## src/game_config.svh

```systemverilog
/*
 * Game board core configuration
 * Bus widths, memory depths and the CPU address map
 */
`ifndef GAME_CONFIG_SVH
`define GAME_CONFIG_SVH

// CPU bus widths
`define GAME_ADDR_W      16
`define GAME_DATA_W      16

// Memory depths in 16-bit words
`define GAME_RAM_WORDS   256
`define GAME_PAL_WORDS   64

// Byte addresses of the palette and the registers
`define GAME_PAL_BASE    16'h0400
`define GAME_CTRL_ADDR   16'h0800
`define GAME_LATCH_ADDR  16'h0802
`define GAME_REPLY_ADDR  16'h0804

`endif

```

## src/game_pkg.sv

```systemverilog
/*
 * Game board core types
 * Bus, memory index, sound and status dump vectors plus the APB phase enum
 */
`include "game_config.svh"

package game_pkg;

    // CPU bus
    typedef logic [`GAME_ADDR_W-1:0]   cpu_addr_t;
    typedef logic [`GAME_DATA_W-1:0]   cpu_data_t;
    typedef logic [`GAME_DATA_W/8-1:0] byte_en_t;

    // Word indices into the two RAMs
    typedef logic [$clog2(`GAME_RAM_WORDS)-1:0] ram_idx_t;
    typedef logic [$clog2(`GAME_PAL_WORDS)-1:0] pal_idx_t;

    // Sound mapper bytes
    typedef logic [7:0] snd_byte_t;

    // Status dump port
    typedef logic [7:0] st_addr_t;
    typedef logic [7:0] st_data_t;

    // Where a transfer stands on the APB
    typedef enum logic [1:0] {
        IDLE,
        SETUP,
        ACCESS
    } apb_phase_t;

endpackage

```

## src/game_read_mux.sv

```systemverilog
/*
 * Main CPU bus result stage
 * Read data selection, error response and the status dump selector
 */
`timescale 1ns/1ns

module game_read_mux (
    input  logic                 clk,
    input  logic                 rst,
    input  logic                 sel_ram,
    input  logic                 sel_pal,
    input  logic                 sel_ctrl,
    input  logic                 sel_latch,
    input  logic                 sel_reply,
    input  logic                 unmapped,
    input  game_pkg::cpu_data_t  ram_rdata,
    input  game_pkg::cpu_data_t  pal_rdata,
    input  game_pkg::cpu_data_t  last_ram_q,
    input  logic [1:0]           ctrl_q,
    input  game_pkg::snd_byte_t  latch_q,
    input  logic                 pbf_q,
    input  game_pkg::snd_byte_t  snd_reply,
    input  game_pkg::st_addr_t   st_addr,
    output game_pkg::cpu_data_t  prdata,
    output logic                 pslverr,
    output game_pkg::st_data_t   st_dout
);
    import game_pkg::*;

    // Error only on the completing cycle of an unmapped access
    assign pslverr = unmapped;

    always_comb begin
        prdata = '0;
        if (sel_ram) begin
            prdata = ram_rdata;
        end else if (sel_pal) begin
            prdata = pal_rdata;
        end else if (sel_ctrl) begin
            prdata = cpu_data_t'(ctrl_q);
        end else if (sel_latch) begin
            // Flag sits in the top bit
            prdata = {pbf_q, 7'd0, latch_q};
        end else if (sel_reply) begin
            prdata = cpu_data_t'(snd_reply);
        end
    end

    // Status dump grouped by the top three address bits
    always_ff @(posedge clk) begin
        if (rst) begin
            st_dout <= '0;
        end else begin
            case (st_addr[7:5])
                3'd0:    st_dout <= st_data_t'(ctrl_q);
                3'd1:    st_dout <= latch_q;
                3'd2:    st_dout <= snd_reply;
                3'd3:    st_dout <= last_ram_q[7:0];
                3'd4:    st_dout <= last_ram_q[15:8];
                default: st_dout <= st_addr;
            endcase
        end
    end

endmodule
```

## config.mk

```make
export PLATFORM = sky130hd
export DESIGN_NAME = game_read_mux
export DESIGN_NICKNAME = d
export VERILOG_FILES = /design/src/game_pkg.sv /design/src/game_read_mux.sv
export VERILOG_INCLUDE_DIRS = /design/src
export SDC_FILE = /design/constraint.sdc
export NUM_CORES = 1
export LEC_CHECK = 0
export BUFFER_PORTS_ARGS = -buffer_cell sky130_fd_sc_hd__buf_2
export CELL_PAD_IN_SITES_DETAIL_PLACEMENT = 0
export CELL_PAD_IN_SITES_GLOBAL_PLACEMENT = 2
export CORE_MARGIN = 4
export CORE_UTILIZATION = 14
export DETAILED_ROUTE_END_ITERATION = 10
export PLACE_DENSITY_LB_ADDON = 0.1
export SYNTH_ARGS = -nofsm -noshare
export SYNTH_HDL_FRONTEND = slang
export SYNTH_SLANG_ARGS = --single-unit
```

## constraint.sdc

```tcl
create_clock -name clk -period 1.1 [get_ports clk]
set_clock_uncertainty 0.1 [all_clocks]
set_input_delay 0.165 -clock clk [delete_from_list [all_inputs] [get_ports clk]]
set_output_delay 0.165 -clock clk [all_outputs]
set_load 0.02 [all_outputs]
```

==> qor.yml <==
run_status:
  status: "finished with violations"
  violations: "setup timing"
final_layout:
  post-route-util: 0.315
  multi_input_area_um2: 883
  nets: 341
  num_antenna_cells: 0
  area_growth_syn_to_layout_pct: 117
  top_register: "st_dout"
  final_cell_area_mm2: 0.00216
  largestRegisters: "st_dout: 8 flops"
  n_fill_cell: 772
  drive_gt1_frac: 0.676
  ff_latch_area_um2: 160
  largest_reg_flops: 8
timing:
  worst_pin_slew_ns: 0.257
  fin_crit_sh: 1.25
  finalHoldViolations: 0
  drv_slew: 0
  hold-worst-slack_ns: 0.0822
  setup_ws_ns: -0.275
  relSlewSlack: 0.827
  rsz0062_at_grt: "true"
  fmax_ghz: 0.727
  finalCriticalPeriod_ns: 1.38
  setup_viol: 9
logic_synthesis:
  ys_types: 38
  synth_edf_count: 0
  yosys_warnings: 0
  syn_area_um2: 998
  ys.flop_type: "dfxtp_1"
  avgSynthCellArea_um2: 7.51
  yosysMostFrequentCell: "a21oi_1"
  synth_common_cells: "a21oi_1, a22o_1, inv_1, nor2_1"
  async_flop_share: 0
  yosys-top-cells-area: "dfxtp_1, a22o_1, a21oi_1"
  syn_nets: 216
  synth_largest_area_cell: "dfxtp_1"
  yosysTopAreaCellShare: 0.160
  ys_seq_area_frac: 0.160
  synthCells: 133
  ys_ff_latch: 8
worst_setup_path:
  cp_data_required_time_ns: 0.83
  max_stage_delay_ns: 0.27
  critPathSlowestCell: "a211o_1"
  critPathMaxFanout: 7
  worst_ep_arrival_time_ns: 1.11
  path_cells: "buf_8 > nor2b_4 > a221oi_2 > a211o_1 > a21oi_4 > buf_6"
  crit_type: "input port to output port"
  cp-end-kind: "output port"
  cp-start-kind: "input port"
detailed_routing:
  wire_per_inst_um: 13.5
  dr.pass1.iters: 3
  ant_nets: 0
  avgViaCountPerCell: 4.26
  drtIter0Drc: 25
  vias: 1499
  routed_wl_um: 4750
  drcViolationCount: 0
place:
  io_buffers: 105
  dpl_cell_area_mm2: 0.00191
  hpwl_um: 4220
  pre_cts_slack_ns: -0.369
  place_congestion: 0.680
pwr:
  peakVddDrop_mv: 0.252
  power_switching_mw: 0.523
  intPower_mw: 1.01
  p_leak_nw: 1.06
  pwr-share-comb: 0.565
  clkPwrFrac: 0.227
  powerDensity_mw_per_mm2: 710
  p_seq_frac: 0.208
  power_mw: 1.54
  switching_share: 0.341
grt:
  grt_pass1_wl_um: 7530
  grt_overflow: 0
  grt_max_degree: 12
  antenna_found_initial: 1
  grt_usage: 0.111
  first_global_vias: 1569
die:
  die_x_um: 92.5
  placeableCoreArea_mm2: 0.00687
  rows: 30
  start_util: 0.145
  die_h_um: 92.5
  top_level_ports: 108
  die_area_mm2: 0.00855
clock_tree:
  clock_sinks: 8
  path_clk_slew_ns: 0.04
  cts_root_buf: "clkbuf_8"
  cts_buffer_depth: 2
  numCtsBuffers: 3
  holdBufCountCts: 0
  cts_tree: "built"
  cts_max_level: 1
worst_hold_path:
  hp-class: "input port to register"
  min_from: "st_addr[3]"
  hold_depth: 3
  holdPathEnd: "st_dout[3]"
job:
  max_cap_viol_count: 0
## repair_timing
action	in CTS	in global routing
cloned	1	0
setup endpoints to repair	16	22
hold endpoints to repair	0	0
gates resized for setup	35	17
pin swaps	7	9
setup buffers	0	0
## layout by cell type, fill, tap and decap left out, drive strengths merged
cell type / Yosys / routed
a31oi: 1 / 1
or2b: 1 / 1
buf: 10 / 132
mux2: 2 / 2
bufbuf: 0 / 1
dfxtp: 8 / 8
a311oi: 2 / 2
a211o: 2 / 2
o32a: 1 / 1
o221a: 1 / 1
a21oi: 20 / 20
clkbuf: 3 / 3
inv: 11 / 11
o22a: 2 / 2
nor2: 9 / 9
nor2b: 7 / 7
nand3: 1 / 1
nor3: 4 / 4
a221oi: 9 / 9
nor4bb: 1 / 1
a2bb2oi: 2 / 2
nand2: 5 / 5
mux2i: 4 / 4
nand2b: 1 / 1
nor4b: 1 / 1
a211oi: 3 / 3
o21ai: 8 / 8
and2b: 1 / 1
a22o: 12 / 12
nor3b: 1 / 1
## cell type report
cell class / instances / share of cell area
Clock buffer: 3 / 0.0191
Inverter: 11 / 0.0191
Multi-Input combinational cell: 101 / 0.409
Sequential cell: 8 / 0.0741
Tap cell: 96 / 0.0556
Timing Repair Buffer: 133 / 0.424
## power by group through the flow
| stage | sequential [mW] | clock [mW] | combinational, mW |
|---|---|---|---|
| after floorplan | 0.357 | 0 | 0.396 |
| after global placement | 0.324 | 0 | 0.778 |
| after detailed placement | 0.324 | 0 | 0.774 |
| after CTS | 0.319 | 0.363 | 0.853 |
| after global routing | 0.321 | 0.384 | 0.946 |
| final | 0.319 | 0.348 | 0.868 |
## cells by family after synthesis
family                 synth area share
AOI/OAI and AO/OA                 0.460
buffers and inverters             0.125
DFF                               0.160
muxes                            0.0627
and+or+nand+nor                   0.192
## worst max path at each step
stage / start / endpoint / slack, ns / cells after the start
after floorplan: sel_reply / prdata[1] / -0.10 / 5
after detailed placement: sel_reply / prdata[4] / -0.37 / 7
after global placement: sel_reply / prdata[4] / -0.37 / 7
after CTS: sel_latch / prdata[1] / -0.31 / 6
after global routing: sel_latch / prdata[0] / -0.35 / 6
final: sel_latch / prdata[0] / -0.28 / 6
## layer usage
layer / share of wire / wire length [um] / vias up / global-route usage
met1: 0.41 / 1970 / 687 / 0.132
li1: - / - / 754 / -
met2: 0.49 / 2350 / 50 / 0.196
met5: 0.0025 / 12 / - / 0
met4: 0.0082 / 39 / 2 / 0.0111
met3: 0.081 / 385 / 6 / 0.0398
## worst max-delay path: cells and delay by family
| family | cells | cell delay, ns |
|---|---|---|
| AOI/OAI and AO/OA | 3 | 0.50 |
| buffers and inverters | 2 | 0.22 |
| and+or+nand+nor | 1 | 0.21 |
## through the flow
step	cells	TNS (ns)
CTS	352	-2.11
floorplan	133	-0.643
global placement	349	-5.62
detailed placement	349	-5.53
global route	352	-2.39
finish	352	-1.89
No activity file was read; power rests on OpenSTA's default activity.
