**config.mk**
```make
export PLATFORM = sky130hd
export DESIGN_NAME = game_bus_decode
export DESIGN_NICKNAME = d
export VERILOG_FILES = /design/src/game_pkg.sv /design/src/game_bus_decode.sv
export VERILOG_INCLUDE_DIRS = /design/src
export SDC_FILE = /design/constraint.sdc
export NUM_CORES = 1
export LEC_CHECK = 0
export BUFFER_PORTS_ARGS = -buffer_cell sky130_fd_sc_hd__clkbuf_2
export CORE_AREA = 3 3 40 42
export DETAILED_ROUTE_END_ITERATION = 7
export DIE_AREA = 0 0 43 45
export GPL_TIMING_DRIVEN = 0
export HOLD_SLACK_MARGIN = 0.06
export PLACE_DENSITY = 0.72
export SYNTH_ARGS = -nofsm -noshare
export SYNTH_HDL_FRONTEND = slang
export SYNTH_SLANG_ARGS = --single-unit
```
**constraint.sdc**
```tcl
create_clock -name clk -period 1.7 [get_ports clk]
set_clock_uncertainty 0.15 [all_clocks]
set_input_delay 0.085 -clock clk [delete_from_list [all_inputs] [get_ports clk]]
set_output_delay 0.085 -clock clk [all_outputs]
set_load 0.02 [all_outputs]
```
**src/game_config.svh**
```systemverilog
/*
 * Game board core configuration
 * Bus widths, memory depths and the CPU address map
 */
`ifndef GAME_CONFIG_SVH
`define GAME_CONFIG_SVH

// CPU bus widths
`define GAME_ADDR_W      16
`define GAME_DATA_W      16

// Memory depths in 16-bit words
`define GAME_RAM_WORDS   256
`define GAME_PAL_WORDS   64

// Byte addresses of the palette and the registers
`define GAME_PAL_BASE    16'h0400
`define GAME_CTRL_ADDR   16'h0800
`define GAME_LATCH_ADDR  16'h0802
`define GAME_REPLY_ADDR  16'h0804

`endif

```
**src/game_pkg.sv**
```systemverilog
/*
 * Game board core types
 * Bus, memory index, sound and status dump vectors plus the APB phase enum
 */
`include "game_config.svh"

package game_pkg;

    // CPU bus
    typedef logic [`GAME_ADDR_W-1:0]   cpu_addr_t;
    typedef logic [`GAME_DATA_W-1:0]   cpu_data_t;
    typedef logic [`GAME_DATA_W/8-1:0] byte_en_t;

    // Word indices into the two RAMs
    typedef logic [$clog2(`GAME_RAM_WORDS)-1:0] ram_idx_t;
    typedef logic [$clog2(`GAME_PAL_WORDS)-1:0] pal_idx_t;

    // Sound mapper bytes
    typedef logic [7:0] snd_byte_t;

    // Status dump port
    typedef logic [7:0] st_addr_t;
    typedef logic [7:0] st_data_t;

    // Where a transfer stands on the APB
    typedef enum logic [1:0] {
        IDLE,
        SETUP,
        ACCESS
    } apb_phase_t;

endpackage

```
**src/game_bus_decode.sv**
```systemverilog
/*
 * Main CPU bus decode stage
 * APB completer front end, region selects, wait states and error flag
 */
`timescale 1ns/1ns
`include "game_config.svh"

module game_bus_decode (
    input  logic                 clk,
    input  logic                 rst,
    input  logic                 psel,
    input  logic                 penable,
    input  logic                 pwrite,
    input  game_pkg::cpu_addr_t  paddr,
    output logic                 pready,
    output logic                 sel_ram,
    output logic                 sel_pal,
    output logic                 sel_ctrl,
    output logic                 sel_latch,
    output logic                 sel_reply,
    output logic                 unmapped,
    output logic                 wr_go,
    output logic                 rd_done,
    output game_pkg::ram_idx_t   ram_idx,
    output game_pkg::pal_idx_t   pal_idx
);
    import game_pkg::*;

    // First byte address past each memory region
    localparam cpu_addr_t RAM_END = cpu_addr_t'(`GAME_RAM_WORDS * 2);
    localparam cpu_addr_t PAL_END = cpu_addr_t'(`GAME_PAL_BASE + `GAME_PAL_WORDS * 2);

    apb_phase_t phase_q;
    logic       wait_q;
    logic       in_access;
    logic       mem_sel;
    cpu_addr_t  pal_off;

    // Region decode on the held address
    assign sel_ram   = paddr < RAM_END;
    assign sel_pal   = (paddr >= `GAME_PAL_BASE) && (paddr < PAL_END);
    assign sel_ctrl  = paddr == `GAME_CTRL_ADDR;
    assign sel_latch = paddr == `GAME_LATCH_ADDR;
    assign sel_reply = paddr == `GAME_REPLY_ADDR;

    assign pal_off = paddr - `GAME_PAL_BASE;
    assign ram_idx = paddr[$bits(ram_idx_t):1];
    assign pal_idx = pal_off[$bits(pal_idx_t):1];

    // An enable without a prior setup cycle is not an access
    assign in_access = psel && penable && (phase_q != IDLE);
    assign mem_sel   = sel_ram || sel_pal;

    // Memory reads are registered, so they need one extra access cycle
    assign pready  = in_access && (!mem_sel || wait_q);
    assign wr_go   = pready && pwrite;
    assign rd_done = pready && !pwrite;

    // Only valid on the completing cycle, which drives pslverr directly
    assign unmapped = pready && !(mem_sel || sel_ctrl || sel_latch || sel_reply);

    always_ff @(posedge clk) begin
        if (rst) begin
            phase_q <= IDLE;
            wait_q  <= 1'b0;
        end else begin
            // Set during a stalled memory access cycle
            wait_q <= in_access && mem_sel && !pready;
            case (phase_q)
                IDLE: begin
                    if (psel && !penable) begin
                        phase_q <= SETUP;
                    end
                end
                SETUP: begin
                    if (!psel) begin
                        phase_q <= IDLE;
                    end else if (penable) begin
                        phase_q <= pready ? IDLE : ACCESS;
                    end
                end
                ACCESS: begin
                    if (!psel || pready) begin
                        phase_q <= IDLE;
                    end
                end
                default: phase_q <= IDLE;
            endcase
        end
    end

endmodule

```
==> metrics.txt, run 1 <==
flop-to-flop setup slack between 0.2 and 0.3 ns; initial core utilization 0.288; RR Startpoint phase_q[1]; Rel. slew slack 0.828; initial antenna violation count 0; Synth Area per Inst between 7 and 8 sq um; critical path required time between 1 and 1.5 ns; DRC Markers 0; worst-path fanout max 4; Boundary Pins 44; Clock Tree Root clkbuf_4; critical register-to-register path endpoint wait_q; antenna diode count 0; Std-Cell Rows 13; Hold Path Cell Cnt 4; Synth Area in XOR/XNOR 0; total die area between 1500 and 2000 sq um; Worst Path Arrival 1.44 ns; final net count roughly 120; Final Hold Viols 0; P per Cell Area approximately 450 nW/um^2; hold worst-path end wait_q; DR iter-0 viols 1; Worst-Margin Slew 0.257 ns; core area ~1300 sq um; post-detail-place hpwl just over 900 um; CTS Sinks 3; largest family of logic cells by synthesized area simple AND/OR/NAND/NOR gates; synth top area cells buf_4 (28%), dfxtp_1 (16%), nor4_4 (5.7%), nand4b_1 (4.7%), nor3_1 (4.1%); Layout fillers between 100 and 150; # setup viols final 0; share of cells above drive strength 1 0.657; number of synthesized register bits 3; sequential area share after synthesis 0.162; Max Slew Vio Count 0; Synth Area in Compound Gates 0.0912; Worst Setup SP paddr[15]; fmax between 0.5 and 0.6 GHz; sequential standard cell area 60.1 sq um; Area Overhead vs Synth 95.9%; status finished, final reports clean; DR vias/cell 4.43; routed vias slightly above 500; worst skew pair latency 0.23 ns; WL final approximately 1100 um; GRT Total Usage 0.132; die height between 40 and 50 um; Distinct cells, synth 21; CTS Buf Count 3; most frequent cells in the layout clkbuf_2 (38), buf_4 (17), dlygate4sd3_1 (6); VDD IR max 0.465 mV; Lkg Pwr ~0.38 nW; RSZ-0062 raised after global routing true; Post-Route Utilization 0.565; routed length per instance roughly 9.5 um; max_cap viols 0; number of port buffers 43; syn_nets 69; commonest non-fill, non-tap cell in the layout clkbuf_2; hold path start paddr[9]; CP Launch Type input pin; Max clock buf depth 2; drt first pass iters 4; Mapped Area 370 sq um; CTS tree done; clk slew on worst S/H paths around 0.04 ns; TNS Setup 0 ns; post-synthesis mux area share 0; GRT overflow 0; post-route ant nets 0; H-tree depth 1; Synthesis Warnings 0; area fraction of the dominant cell type after synthesis 0.284; crit path capture type output pin; routability-driven placement congestion ratio between 0.6 and 0.7; Final period util 0.985; first-pass GRT wire length roughly 1900 um; Die X 43 um; Synth Area in Simple Gates 0.443; r2r worst-path depth 3; Crit Path Class input pin to output pin; cell count after synthesis 48; area of the multi-input gates 214 sq um; post-synthesis adder-cell area fraction 0; HP Class input pin to flop; vias in the first global route slightly below 500; pin count of the biggest net entering global routing 7; fin crit period 1.68 ns; top cell type by total area after synthesis buf_4
[layout make-up]
class | instances | area share
repair buffers | 50 | 0.405
plain buffers | 14 | 0.145
multi-input cells | 29 | 0.295
inverters | 2 | 0.0103
flip-flops and latches | 3 | 0.0828
well taps | 15 | 0.0259
clock buffers | 4 | 0.0362
[sequential cells by signal (all words and copies together) (netlist names)]
name     cells
phase_q      2
wait_q       1
[worst max-delay path, stage by stage]
cell and delay, ns:
buf_6 0.09, nor4_4 0.28, nand4b_1 0.13, or4_4 0.47, o211a_1 0.24, buf_2 0.15
[repair_timing]
item,CTS,global route
gates resized for setup,2,7
buffers inserted,1,0
hold buffers,6,0
endpoints found under the hold margin,3,0
setup endpoints to repair,4,6
pin swaps,2,4
[layer usage]
layer  up-vias  global-route usage  routed length, um
met3         4              0.0398                112
met5         -                   0                  0
met4         0              0.0904                 32
met1       227               0.113                343
li1        264                   -                  -
met2        23               0.260                626
[per-stage QoR]
step	area [sq um]	worst slack (ns)	hold WS, ns	power, mW	instances
after floorplan	380	0.0296	0.0118	0.136	48
after global placement	614	-0.0737	0.148	0.186	106
after detailed placement	614	-0.0869	0.157	0.188	106
after CTS	717	-0.0205	0.100	0.327	117
after global routing	726	-0.0598	0.188	0.345	117
final	726	0.0247	0.105	0.323	117
[how the worst max path moves through the flow]
stage	endpoint	slack, ns	cells past startpoint
2_1_floorplan	sel_ctrl	0.03	4
3_3_place_gp	unmapped	-0.07	6
3_5_place_dp	unmapped	-0.09	6
4_1_cts	unmapped	-0.02	6
5_1_grt	unmapped	-0.06	6
6_report	unmapped	0.02	6
[logic make-up (layout without fill, tap and decap cells)]
logic type             after synthesis  after routing
AO/OA/AOI/OAI                        5              5
buffers and inverters               16             70
flip-flops                           3              3
AND/OR/NAND/NOR                     24             24
[Yosys cell counts]
cell and instances:
nor2_1 4, buf_4 14, nor2b_1 1, inv_1 2, or4_4 1, nor4_4 1
nand2b_1 1, or3_1 1, nor3_1 3, and2_1 2, nor3b_1 2, o21ai_0 2
nand2_1 3, nor4b_1 1, dfxtp_1 3, a211o_1 1, nand4b_1 2, a21oi_1 1
nand3_1 1, nor3b_2 1, o211a_1 1
[where the power goes]
group / leakage, nW / internal (mW) / switching (mW)
combinational: 0.341 / 0.0656 / 0.0607
clock: 0.0150 / 0.0879 / 0.0364
sequential: 0.0243 / 0.0718 / 0.000810
(Power assumes the default switching activity.)
==> run 2: changes to the inputs <==
ABC_AREA = 1   (was not set)
CORE_AREA = not set   (was 3 3 40 42)
CORE_MARGIN = 3   (was not set)
CORE_UTILIZATION = 37   (was not set)
DIE_AREA = not set   (was 0 0 43 45)
PLACE_DENSITY = 0.8   (was 0.72)
==> run 2 against run 1 <==
  * Critical path depth is 1 higher
  * Global-route usage is 2.2 points higher
  * Combinational power is 18% higher
  * Register-to-register slack better by 0.15 ns
  * Sequential power is 2% higher
  * Via count is 25% higher
  * Sequential share of layout area is 0.93 points lower
  * Total power is 9.7% higher
  * Sequential cell count stayed put
  * Critical endpoint is now pready
  * First-iteration DRC count grew to 10 times the previous value
  * Maximum frequency is 3.2% higher
  * Highest routed layer is now met3
==> metrics.txt, run 2 <==
status finished, final reports clean; cell count after synthesis between 80 and 90; Critical-path top delay cell dlygate4sd3_1; Worst-Margin Slew between 0.15 and 0.2 ns; first-pass GRT wire length ~2300 um; Post-synth EDFFs 0; Met2 Routed Length ~740 um; Worst Path Arrival about 1.4 ns; DR vias/cell around 4.3; sequential standard cell area ~60 sq um; Final Cell Area 817 sq um; sequential area share after synthesis 0.114; fmax between 0.6 and 0.7 GHz; CP Launch Type input pin; Lkg Pwr approximately 0.48 nW; H-tree depth 1; CTS tree done; CP Cell Sequence dlygate4sd3_1, clkbuf_2, nand2_1, nor2_2, inv_1, a21oi_2, clkbuf_2; Area Overhead vs Synth 55.5%; Synth Flop Type dfxtp_1; routability-driven placement congestion ratio just under 0.8; final net count 160; # setup viols final 0; Largest register FFs 2; Final Hold Viols 0; pin count of the biggest net entering global routing 6; Post-CTS Setup Repair Bufs 0; DRC Markers 0; Clock Tree Root clkbuf_4; Std-Cell Rows 12; GRT overflow 0; CTS Sinks 3; Max Slew Vio Count 0; top cell type by total area after synthesis buf_4; Crit path largest cell delay 0.53 ns; top sig layer met3; vias in the first global route 626; initial core utilization 0.432; number of port buffers 43; Synth Area per Inst approximately 6 sq um; Rel. slew slack 0.875; drt first pass iters 4; fin crit period 1.62 ns; biggest regs phase_q (2), wait_q (1); TNS Setup 0 ns; Max clock buf depth 2; core area about 1200 sq um; placed instance area about 760 sq um; buffers plus inverters on the worst setup path 4; Die X 43.7 um; max_cap viols 0; clk slew on worst S/H paths ~0.040 ns; cell with the most instances after synthesis nor2_1; top cells by count, synth nor2_1 (19), inv_1 (16), buf_4 (14), nand2_1 (14); routed vias between 600 and 700; die height approximately 44 um; Crit path max-delay family buffers and inverters; DR WL met3 roughly 110 um; crit path capture type output pin; initial antenna violation count 0; VDD IR max 0.383 mV; worst-path fanout max 2; synth top area cells buf_4 (20%), nor2_1 (14%), dfxtp_1 (11%), inv_1 (11%), nand2_1 (10%); total die area 1910 sq um; Final period util 0.955; post-route ant nets 0; total power ~0.35 mW; Distinct cells, synth 18; syn_nets 109; DR iter-0 viols 10; Crit Path Class input pin to output pin; Synthesis Warnings 0; share of cells above drive strength 1 0.558; worst skew pair latency around 0.24 ns; final hold slack around 0.12 ns; routed length per instance around 9 um; post-detail-place hpwl about 1200 um; commonest non-fill, non-tap cell in the layout clkbuf_2; HP Class input pin to flop; Mapped Area between 500 and 600 sq um; Most flops, register phase_q; P per Cell Area ~430 nW/um^2; number of synthesized register bits 3; FFs w/ async S/R, synth 0; critical path required time 1.46 ns; most frequent cells in the layout clkbuf_2 (43), nor2_1 (18), inv_1 (16); Crit path top cell by count clkbuf_2; GRT Total Usage 0.155; CTS Buf Count 3; Layout fillers 121; Boundary Pins 44; area of the multi-input gates approximately 300 sq um; routed metal-1 wirelength ~560 um; area fraction of the dominant cell type after synthesis 0.200; WL final approximately 1400 um; antenna diode count 0
==> run 2: layer usage <==
layer,up-vias,track usage
met5,-,0
met1,269,0.159
li1,348,-
met4,0,0.0361
met3,0,0.0498
met2,31,0.297
==> run 2: final timing paths <==
check | startpoint | end | slack (ns) | depth (start not counted)
setup / recovery | penable | pready | 0.08 | 7
hold / removal | paddr[14] | wait_q | 0.12 | 6
setup reg to reg | phase_q[1] | phase_q[0] | 0.41 | 2
hold reg to reg | wait_q | wait_q | 0.39 | 3
==> run 2: worst min-delay path, stage by stage <==
cell,delay (ns)
clkbuf_2,0.11
nor2_4,0.04
nand3_4,0.07
a21oi_4,0.04
nand2_2,0.07
nor3_2,0.04
==> run 2: power breakdown <==
group / internal (mW) / switching [mW] / total [mW]
clock network: 0.0884 / 0.0429 / 0.131
registers: 0.0726 / 0.00166 / 0.0743
logic: 0.0679 / 0.0812 / 0.149
total: 0.229 / 0.126 / 0.355
==> run 2: cell families (layout without fill, tap and decap cells) <==
kind of cell	count (synthesis)	count (layout)	synth area share
AOI/OAI and AO/OA	4	4	0.0738
and+or+nand+nor	50	50	0.490
DFF	3	3	0.114
buffers and inverters	31	81	0.321
==> run 2: final cells by class <==
type,count,share of cell area
Multi-Input combinational cell,54,0.366
Inverter,17,0.0781
Buffer,14,0.129
Timing Repair Buffer,46,0.300
Sequential cell,3,0.0735
Tap cell,14,0.0214
Clock buffer,4,0.0322
==> run 2: repair_timing <==
action                                  in CTS  in global routing
gates resized for setup                      0                  1
hold endpoints to repair                     2                  0
hold buffers                                 3                  0
endpoints found under the setup margin       0                  1
==> run 2: per-stage QoR <==
stage / setup slack, ns / utilization / instances
final: 0.0772 / 0.672 / 152
after global placement: 0.478 / 0.623 / 145
after global routing: -0.00281 / 0.672 / 152
after CTS: 0.0468 / 0.670 / 152
after floorplan: 0.515 / - / 88
after detailed placement: 0.454 / 0.623 / 145
